[src/verilog/riscPkg.sv]
// Shared definitions for the 16-bit multicycle core
package riscPkg;

    ////////////////////////////////////////////////////////////
    // Widths
    ////////////////////////////////////////////////////////////

    // Datapath width
    localparam int dataWidth = 16;
    // Register file depth
    localparam int numRegs   = 8;

    // Register value, memory data and address
    typedef logic [dataWidth-1:0] word_t;
    // Register index
    typedef logic [2:0]           regAddr_t;
    // Raw instruction word
    typedef logic [15:0]          instr_t;
    // Opcode field
    typedef logic [4:0]           opcode_t;

    ////////////////////////////////////////////////////////////
    // Instruction fields
    ////////////////////////////////////////////////////////////

    localparam int opMsb     = 15;
    localparam int opLsb     = 11;
    localparam int rdMsb     = 10;
    localparam int rdLsb     = 8;
    localparam int rmMsb     = 7;
    localparam int rmLsb     = 5;
    localparam int rnMsb     = 4;
    localparam int rnLsb     = 2;
    // Immediates sit at the bottom of the word
    localparam int imm5Width = 5;
    localparam int imm8Width = 8;

    ////////////////////////////////////////////////////////////
    // Opcodes
    ////////////////////////////////////////////////////////////

    localparam opcode_t opAdd  = 5'd0;
    localparam opcode_t opAddc = 5'd1;
    localparam opcode_t opSub  = 5'd2;
    localparam opcode_t opSubc = 5'd3;
    localparam opcode_t opAddi = 5'd4;
    localparam opcode_t opCmp  = 5'd5;
    localparam opcode_t opLi   = 5'd6;
    localparam opcode_t opLui  = 5'd7;
    localparam opcode_t opLd   = 5'd8;
    localparam opcode_t opSt   = 5'd9;
    // Codes above this one act as no-ops
    localparam opcode_t opOut  = 5'd10;

    // Controller sequence for one instruction at a time
    typedef enum logic [1:0] {
        stIdle,
        stDecode,
        stExecute,
        stWriteback
    } ctrlState_t;

endpackage
[src/verilog/aluAdder.sv]
`timescale 1ns/1ps

// Adder/subtractor with flag outputs
module aluAdder (
    input  riscPkg::word_t a,
    input  riscPkg::word_t b,
    input  logic           subtract,
    input  logic           useCarry,
    input  logic           pswC,
    output riscPkg::word_t sum,
    output logic           cOut,
    output logic           z,
    output logic           n
);
    import riscPkg::*;

    // B after optional inversion
    word_t               bOp;
    // Carry into bit zero
    logic                cIn;
    // One extra bit for carry out
    logic [dataWidth:0]  fullSum;

    ////////////////////////////////////////////////////////////
    // Operand preparation
    ////////////////////////////////////////////////////////////

    // Two's complement subtract is A + ~B + 1
    assign bOp = subtract ? ~b : b;

    // Chained ops take the stored carry
    // Otherwise carry-in follows the operation
    always_comb begin
        if (useCarry) begin
            cIn = pswC;
        end else begin
            cIn = subtract;
        end
    end

    ////////////////////////////////////////////////////////////
    // Sum and flags
    ////////////////////////////////////////////////////////////

    assign fullSum = {1'b0, a} + {1'b0, bOp} + {{dataWidth{1'b0}}, cIn};

    assign sum  = fullSum[dataWidth-1:0];
    // Carry from the top bit
    assign cOut = fullSum[dataWidth];
    // Zero over the whole result
    assign z    = (fullSum[dataWidth-1:0] == '0);
    // Sign bit
    assign n    = fullSum[dataWidth-1];

endmodule

[src/verilog/controlUnit.sv]
`timescale 1ns/1ps

// Instruction register, sequencer, decode and status flags
module controlUnit (
    input  logic            clk,
    input  logic            arstN,
    input  logic            instrValid,
    input  riscPkg::instr_t instrIn,
    input  logic            sumC,
    input  logic            sumZ,
    input  logic            sumN,
    output riscPkg::instr_t instr,
    output logic            rbSelRd,
    output logic            operandImm,
    output logic            liUpper,
    output logic            idExeLoad,
    output logic            useCarry,
    output logic            subtract,
    output logic            wbMem,
    output logic            wbLi,
    output logic            wbEn,
    output logic            pswC,
    output logic            busy,
    output logic            memWe,
    output logic            outValid,
    output logic            cFlag,
    output logic            zFlag,
    output logic            nFlag
);
    import riscPkg::*;

    ctrlState_t state;
    ctrlState_t nextState;
    opcode_t    opcode;

    // Decoded per opcode, before state gating
    logic writesRd;
    logic setsFlags;
    logic isStore;
    logic isOut;

    // Status register
    logic cReg;
    logic zReg;
    logic nReg;

    ////////////////////////////////////////////////////////////
    // Sequencer
    ////////////////////////////////////////////////////////////

    // Accept only from idle, then three fixed steps
    always_comb begin
        nextState = state;
        case (state)
            stIdle:      if (instrValid) nextState = stDecode;
            stDecode:    nextState = stExecute;
            stExecute:   nextState = stWriteback;
            stWriteback: nextState = stIdle;
            default:     nextState = stIdle;
        endcase
    end

    always_ff @(posedge clk or negedge arstN) begin
        if (!arstN) begin
            state <= stIdle;
            instr <= '0;
        end else begin
            state <= nextState;
            // Pulses while busy are dropped
            if (state == stIdle && instrValid) begin
                instr <= instrIn;
            end
        end
    end

    assign busy = (state != stIdle);

    ////////////////////////////////////////////////////////////
    // Decode
    ////////////////////////////////////////////////////////////

    assign opcode = instr[opMsb:opLsb];

    always_comb begin
        // Unknown codes fall through as no-ops
        rbSelRd    = 1'b0;
        operandImm = 1'b0;
        liUpper    = 1'b0;
        useCarry   = 1'b0;
        subtract   = 1'b0;
        wbMem      = 1'b0;
        wbLi       = 1'b0;
        writesRd   = 1'b0;
        setsFlags  = 1'b0;
        isStore    = 1'b0;
        isOut      = 1'b0;
        case (opcode)
            opAdd: begin
                writesRd  = 1'b1;
                setsFlags = 1'b1;
            end
            opAddc: begin
                useCarry  = 1'b1;
                writesRd  = 1'b1;
                setsFlags = 1'b1;
            end
            opSub: begin
                subtract  = 1'b1;
                writesRd  = 1'b1;
                setsFlags = 1'b1;
            end
            opSubc: begin
                subtract  = 1'b1;
                useCarry  = 1'b1;
                writesRd  = 1'b1;
                setsFlags = 1'b1;
            end
            opAddi: begin
                operandImm = 1'b1;
                writesRd   = 1'b1;
                setsFlags  = 1'b1;
            end
            // Compare is a subtract with no register write
            opCmp: begin
                subtract  = 1'b1;
                setsFlags = 1'b1;
            end
            opLi: begin
                wbLi     = 1'b1;
                writesRd = 1'b1;
            end
            // Needs rd on port B for its low byte
            opLui: begin
                rbSelRd  = 1'b1;
                liUpper  = 1'b1;
                wbLi     = 1'b1;
                writesRd = 1'b1;
            end
            opLd: begin
                wbMem    = 1'b1;
                writesRd = 1'b1;
            end
            opSt: begin
                rbSelRd = 1'b1;
                isStore = 1'b1;
            end
            opOut:   isOut = 1'b1;
            default: ;
        endcase
    end

    ////////////////////////////////////////////////////////////
    // Strobes gated by state
    ////////////////////////////////////////////////////////////

    assign idExeLoad = (state == stDecode);
    assign memWe     = (state == stExecute) && isStore;
    assign outValid  = (state == stExecute) && isOut;
    assign wbEn      = (state == stWriteback) && writesRd;

    // Flags follow the ALU on the writeback edge
    always_ff @(posedge clk or negedge arstN) begin
        if (!arstN) begin
            cReg <= 1'b0;
            zReg <= 1'b0;
            nReg <= 1'b0;
        end else if (state == stWriteback && setsFlags) begin
            cReg <= sumC;
            zReg <= sumZ;
            nReg <= sumN;
        end
    end

    // Stored carry feeds ADDC and SUBC
    assign pswC  = cReg;
    assign cFlag = cReg;
    assign zFlag = zReg;
    assign nFlag = nReg;

endmodule

[src/verilog/multicycleCore.sv]
`timescale 1ns/1ps

// Core top made of control unit and datapath
module multicycleCore (
    input  logic            clk,
    input  logic            arstN,
    input  logic            instrValid,
    input  riscPkg::instr_t instrIn,
    input  riscPkg::word_t  memRdata,
    output riscPkg::word_t  memAddr,
    output riscPkg::word_t  memWdata,
    output logic            memWe,
    output riscPkg::word_t  outR,
    output logic            outValid,
    output logic            busy,
    output logic            cFlag,
    output logic            zFlag,
    output logic            nFlag
);
    import riscPkg::*;

    // Latched instruction
    instr_t instr;

    // Datapath selects
    logic rbSelRd;
    logic operandImm;
    logic liUpper;
    logic idExeLoad;
    logic useCarry;
    logic subtract;
    logic wbMem;
    logic wbLi;
    logic wbEn;
    logic pswC;

    // ALU flags back to control
    logic sumC;
    logic sumZ;
    logic sumN;

    ////////////////////////////////////////////////////////////
    // Control
    ////////////////////////////////////////////////////////////

    controlUnit uCtrl (
        .clk        (clk),
        .arstN      (arstN),
        .instrValid (instrValid),
        .instrIn    (instrIn),
        .sumC       (sumC),
        .sumZ       (sumZ),
        .sumN       (sumN),
        .instr      (instr),
        .rbSelRd    (rbSelRd),
        .operandImm (operandImm),
        .liUpper    (liUpper),
        .idExeLoad  (idExeLoad),
        .useCarry   (useCarry),
        .subtract   (subtract),
        .wbMem      (wbMem),
        .wbLi       (wbLi),
        .wbEn       (wbEn),
        .pswC       (pswC),
        .busy       (busy),
        .memWe      (memWe),
        .outValid   (outValid),
        .cFlag      (cFlag),
        .zFlag      (zFlag),
        .nFlag      (nFlag)
    );

    ////////////////////////////////////////////////////////////
    // Datapath
    ////////////////////////////////////////////////////////////

    // ALU sum stays internal to the datapath
    rfAluDatapath uDatapath (
        .clk        (clk),
        .arstN      (arstN),
        .instr      (instr),
        .rbSelRd    (rbSelRd),
        .operandImm (operandImm),
        .liUpper    (liUpper),
        .idExeLoad  (idExeLoad),
        .useCarry   (useCarry),
        .subtract   (subtract),
        .wbMem      (wbMem),
        .wbLi       (wbLi),
        .wbEn       (wbEn),
        .pswC       (pswC),
        .memRdata   (memRdata),
        .memAddr    (memAddr),
        .memWdata   (memWdata),
        .outR       (outR),
        .sum        (),
        .sumC       (sumC),
        .sumZ       (sumZ),
        .sumN       (sumN)
    );

endmodule

[src/verilog/registerFile.sv]
`timescale 1ns/1ps

// Eight general registers, two read ports, one write port
module registerFile (
    input  logic             clk,
    input  logic             arstN,
    input  logic             we,
    input  riscPkg::regAddr_t waddr,
    input  riscPkg::word_t    wdata,
    input  riscPkg::regAddr_t aAddr,
    input  riscPkg::regAddr_t bAddr,
    output riscPkg::word_t    aData,
    output riscPkg::word_t    bData
);
    import riscPkg::*;

    // Storage array
    word_t regs [numRegs];

    ////////////////////////////////////////////////////////////
    // Write port
    ////////////////////////////////////////////////////////////

    // All registers come up as zero
    always_ff @(posedge clk or negedge arstN) begin
        if (!arstN) begin
            for (int i = 0; i < numRegs; i++) begin
                regs[i] <= '0;
            end
        end else if (we) begin
            regs[waddr] <= wdata;
        end
    end

    ////////////////////////////////////////////////////////////
    // Read ports
    ////////////////////////////////////////////////////////////

    // Combinational reads
    // Same-cycle write shows up only after the edge
    assign aData = regs[aAddr];
    assign bData = regs[bAddr];

endmodule

[src/verilog/rfAluDatapath.sv]
`timescale 1ns/1ps

// Register file, operand selection, ID/EXE registers and ALU
module rfAluDatapath (
    input  logic            clk,
    input  logic            arstN,
    input  riscPkg::instr_t instr,
    input  logic            rbSelRd,
    input  logic            operandImm,
    input  logic            liUpper,
    input  logic            idExeLoad,
    input  logic            useCarry,
    input  logic            subtract,
    input  logic            wbMem,
    input  logic            wbLi,
    input  logic            wbEn,
    input  logic            pswC,
    input  riscPkg::word_t  memRdata,
    output riscPkg::word_t  memAddr,
    output riscPkg::word_t  memWdata,
    output riscPkg::word_t  outR,
    output riscPkg::word_t  sum,
    output logic            sumC,
    output logic            sumZ,
    output logic            sumN
);
    import riscPkg::*;

    // Instruction fields
    regAddr_t rdAddr;
    regAddr_t rmAddr;
    regAddr_t rnAddr;
    logic [imm5Width-1:0] imm5;
    logic [imm8Width-1:0] imm8;

    // Register file side
    regAddr_t rbAddr;
    word_t    aData;
    word_t    bData;
    word_t    wrData;

    // Decode stage values
    word_t    aluB;
    word_t    liValue;

    // ID/EXE registers
    word_t    opA;
    word_t    opB;
    word_t    liExe;

    assign rdAddr = instr[rdMsb:rdLsb];
    assign rmAddr = instr[rmMsb:rmLsb];
    assign rnAddr = instr[rnMsb:rnLsb];
    assign imm5   = instr[imm5Width-1:0];
    assign imm8   = instr[imm8Width-1:0];

    ////////////////////////////////////////////////////////////
    // Decode stage
    ////////////////////////////////////////////////////////////

    // Port B reads rd for store data and LUI
    assign rbAddr = rbSelRd ? rdAddr : rnAddr;

    registerFile uRegFile (
        .clk   (clk),
        .arstN (arstN),
        .we    (wbEn),
        .waddr (rdAddr),
        .wdata (wrData),
        .aAddr (rmAddr),
        .bAddr (rbAddr),
        .aData (aData),
        .bData (bData)
    );

    // Zero-extended imm5 for ADDI
    assign aluB = operandImm ? {{(dataWidth-imm5Width){1'b0}}, imm5} : bData;

    // LUI keeps the low byte of rd
    assign liValue = liUpper ? {imm8, bData[imm8Width-1:0]}
                             : {{(dataWidth-imm8Width){1'b0}}, imm8};

    // Operands captured at the end of decode
    always_ff @(posedge clk or negedge arstN) begin
        if (!arstN) begin
            opA   <= '0;
            opB   <= '0;
            liExe <= '0;
        end else if (idExeLoad) begin
            opA   <= aData;
            opB   <= aluB;
            liExe <= liValue;
        end
    end

    ////////////////////////////////////////////////////////////
    // Execute stage
    ////////////////////////////////////////////////////////////

    aluAdder uAlu (
        .a        (opA),
        .b        (opB),
        .subtract (subtract),
        .useCarry (useCarry),
        .pswC     (pswC),
        .sum      (sum),
        .cOut     (sumC),
        .z        (sumZ),
        .n        (sumN)
    );

    // Memory address and OUT value both come from rm
    assign memAddr  = opA;
    assign outR     = opA;
    // Live read of rd during execute
    assign memWdata = bData;

    // Writeback source with memory taking priority
    always_comb begin
        if (wbMem) begin
            wrData = memRdata;
        end else if (wbLi) begin
            wrData = liExe;
        end else begin
            wrData = sum;
        end
    end

endmodule

[config.mk]
export PLATFORM = sky130hd
export DESIGN_NAME = multicycleCore
export DESIGN_NICKNAME = d
export VERILOG_FILES = /design/src/verilog/riscPkg.sv /design/src/verilog/aluAdder.sv /design/src/verilog/controlUnit.sv /design/src/verilog/multicycleCore.sv /design/src/verilog/registerFile.sv /design/src/verilog/rfAluDatapath.sv
export SDC_FILE = /design/constraint.sdc
export NUM_CORES = 1
export LEC_CHECK = 0
export BUFFER_PORTS_ARGS = -buffer_cell sky130_fd_sc_hd__buf_2
export CORE_UTILIZATION = 30
export DETAILED_ROUTE_END_ITERATION = 8
export PLACE_DENSITY = 0.43
export SETUP_SLACK_MARGIN = 0.15
export SLEW_MARGIN = 0
export SYNTH_ARGS = -nofsm -noshare
export SYNTH_HDL_FRONTEND = slang
export SYNTH_SLANG_ARGS = --single-unit
[constraint.sdc]
create_clock -name clk -period 5.35 [get_ports clk]
set_clock_uncertainty 0.15 [all_clocks]
set_input_delay 0.2675 -clock clk [delete_from_list [all_inputs] [get_ports clk]]
set_output_delay 0.2675 -clock clk [all_outputs]
set_load 0.01 [all_outputs]
==> results.tsv <==
stage	metric	value	unit
clock_network	root buffer cell	clkbuf_16	
global_routing	GRT Total Usage	0.192	
floorplanning	Die X	194	µm
critical_path	Arr. time, crit path	4.27	ns
synthesis	Syn Area/Cell	9.90	µm²
finish	antenna cells	0	
route	drt drc	0	
critical_path	classification of the worst setup path	reg2reg	
global_routing	grt ovf	0	
critical_path	Critical Path RT	5.50	ns
route	Highest Signal Layer	met4	
clock_network	H-Tree Depth	4	
route	routed wl met2	16900	µm
floorplanning	FP Rows	70	
synthesis	Mapped Cells	1122	
global_routing	initial antenna violation count	0	
placed_design	Placer Congestion	0.813	
global_routing	vias in the first global route	8331	
floorplanning	initial core utilization	0.304	
clock_network	Clock Latency Late Sink	0.44	ns
critical_path	Cell Chain, Critical Path	and2b_2 > mux2i_1 > nor3_2 > buf_4 > xor2_1 > fa_1 > a21o_1 > a221oi_2 > o21ai_0 > nand4_1 > a21oi_1 > xnor2_1 > o211a_1 > o31ai_1	
synthesis	main flop type after synthesis	dfrtp_1	
synthesis	syn nets	1179	
floorplanning	Top Ports	89	
critical_path	Worst setup endpoint	uDatapath.uRegFile.regs[78]	
finish	Post-Layout Cell Count	1657	
run	max cap viols	0	
synthesis	top cell type's share of synthesized area	0.444	
hold_path	path type of the worst min-delay path	in2reg	
route	initial drt markers	723	
route	met3 WL	1060	µm
critical_path	worst reg2reg path depth	14	
timing	maximum clock rate	242	MHz
finish	Layout Utilization	0.345	
outcome	outcome	finished, final reports clean	
critical_path	Max stage delay cell, worst path	dfrtp_1	
clock_network	Clock transition at path regs	0.07	ns
placed_design	placed cells	1607	
floorplanning	die area	0.0378	mm²
synthesis	simple-gate share of the synthesized area	0.166	
finish	share of cells above drive strength 1	0.225	
route	drt first pass iters	5	
synthesis	sequential share of the synthesized area	0.444	
timing	setup TNS	0	ns
critical_path	FF-to-FF Start	uCtrl.instr[12]	
clock_network	Post-CTS Hold Buffers	18	
timing	RSZ-0062 raised after global routing	false	
synthesis	Async SR Flop Fraction	1.00	
critical_path	slowest stage delay, CP	0.47	ns
synthesis	post-synthesis mux area share	0.163	
clock_network	CTS sink cnt	197	
timing	crit share post-route	0.771	
floorplanning	core area	0.0365	mm²
floorplanning	die height	194	µm
synthesis	compound-gate portion of the synthesized area	0.127	
global_routing	first-pass GRT wire length	54300	µm
clock_network	setup repair bufs after CTS	0	
synthesis	largest family of logic cells by synthesized area	simple AND/OR/NAND/NOR gates	
placed_design	Placement Cell Area	0.0118	mm²
clock_network	CTS tree	yes	
clock_network	CTS Buf Count	17	
synthesis	distinct cell type count after synthesis	64	
timing	Relative slew margins	0.185	
synthesis	most frequent cells after synthesis	nand2_1, dfrtp_1, o21ai_0, mux2_2, a21oi_1	
synthesis	xor and xnor fraction of the mapped netlist area	0.0221	
route	WL/cell	21.4	µm
finish	synthesis-to-layout area growth	13.5	%
clock_network	Post-CTS Resized	0	
route	Routed Antenna Nets	0	
placed_design	Port Buffers	88	
timing	Slew Limit Fails	0	
timing	min cycle time layout	4.12	ns
route	Post-Route WL	35400	µm
route	metal1 wirelength	17200	µm
critical_path	worst setup path start	uCtrl.instr[12]	
clock_network	clock tree buffer depth	2	
finish	fin nets	1233	
synthesis	Netlist Area Pre-Place	0.0111	mm²
placed_design	post-DP HPWL	23600	µm
synthesis	most frequent cell after synthesis	nand2_1	
critical_path	worst r2r dst	uDatapath.uRegFile.regs[78]	
synthesis	Yosys top cell by area	dfrtp_1	
critical_path	Worst Path Max Fanout	15	
global_routing	largest net degree at the start of global routing	100	
synthesis	Yosys warning total	0	
synthesis	#FFs+latches synth	197	
critical_path	R2R Setup Slk	1.23	ns
synthesis	Post-synth EDFFs	0	
synthesis	Synth Area in Adders	0.0261	
finish	Layout Cell Area excl Fill	0.0126	mm²
critical_path	startpoint types	flip-flop	
timing	Final Hold Fails	0	
route	routed vias/inst	5.17	
route	via count	8565	
timing	slew of the pin with the lowest slew margin	1.21	ns
timing	final setup vio count	0	
synthesis	Area contributors post-synth	dfrtp_1, nand2_1, mux2_2	
critical_path	endpoint class of the critical path	flip-flop	
==> flip-flops by register name, summed over array words and instances, names as in the netlist <==
register	flops
uCtrl.zFlag	1
uDatapath.uRegFile.regs	128
uCtrl.cFlag	1
uCtrl.nFlag	1
uCtrl.state	2
uDatapath.memAddr	16
uDatapath.opB	16
uDatapath.liExe	16
uCtrl.instr	16
==> cell type report <==
| type | instances | area [µm²] |
|---|---|---|
| Tap cell | 468 | 586 |
| Clock buffer | 17 | 425 |
| Sequential cell | 197 | 4930 |
| Multi-Input combinational cell | 810 | 5610 |
| Fill cell | 3725 | 23900 |
| Inverter | 25 | 93.8 |
| Timing Repair Buffer | 125 | 772 |
| Clock inverter | 15 | 179 |
==> worst max-delay path: cells and delay by family (launching register included) <==
kind | cells | cell delay, ns
AOI/OAI and AO/OA | 6 | 1.36
xor gates and xnor gates | 2 | 0.53
adders and majority gates | 1 | 0.43
buffers and inverters | 1 | 0.33
DFF | 1 | 0.47
muxes | 1 | 0.08
and+or+nand+nor | 3 | 0.62
==> cells by family (layout without fill, tap and decap cells) <==
logic type / count (synthesis) / count (layout)
AOI/OAI and AO/OA: 224 / 224
buffers and inverters: 115 / 182
and+or+nand+nor: 406 / 406
adders and majority gates: 22 / 22
xor gates and xnor gates: 28 / 28
DFF: 197 / 197
muxes: 130 / 130
==> worst min path at each step <==
| stage | slack [ns] | endpoint | depth (start not counted) | from |
|---|---|---|---|---|
| 4_1_cts | 0.18 | uDatapath.uRegFile.regs[91] | 3 | memRdata[11] |
| 6_report | 0.18 | uDatapath.uRegFile.regs[91] | 3 | memRdata[11] |
| 5_1_grt | 0.23 | uDatapath.uRegFile.regs[91] | 3 | memRdata[11] |
| 3_3_place_gp | 0.28 | uDatapath.uRegFile.regs[85] | 1 | arstN |
| 2_1_floorplan | -0.18 | uCtrl.cFlag | 0 | arstN |
| 3_5_place_dp | 0.28 | uDatapath.uRegFile.regs[85] | 1 | arstN |
==> cells in the final DEF (no fill, tap or decap), drive strengths merged, types with 18 or more instances in the layout <==
cell type      n
and3          20
ha            20
dlygate4sd3   18
nor2          47
mux4          32
mux2          69
clkbuf        18
nand2        235
o21ai         96
nand3         37
buf          106
inv           28
mux2i         29
dfrtp        197
a21oi         50
==> metrics by stage <==
stage	hold WS [ns]	setup slack, ns
floorplan	-0.178	1.02
global placement	0.281	1.30
detailed placement	0.284	1.22
CTS	0.179	1.18
global route	0.227	0.913
finish	0.184	1.23
==> per-layer routing <==
| layer | up-vias | track usage |
|---|---|---|
| met2 | 163 | 0.310 |
| li1 | 4057 | - |
| met1 | 4328 | 0.276 |
| met4 | 0 | 0.0379 |
| met3 | 17 | 0.0239 |
| met5 | - | 0 |
Power is left out: the tool's default activity adds up to more than one toggle a clock period on the data nets, which glitch-free logic cannot reach.
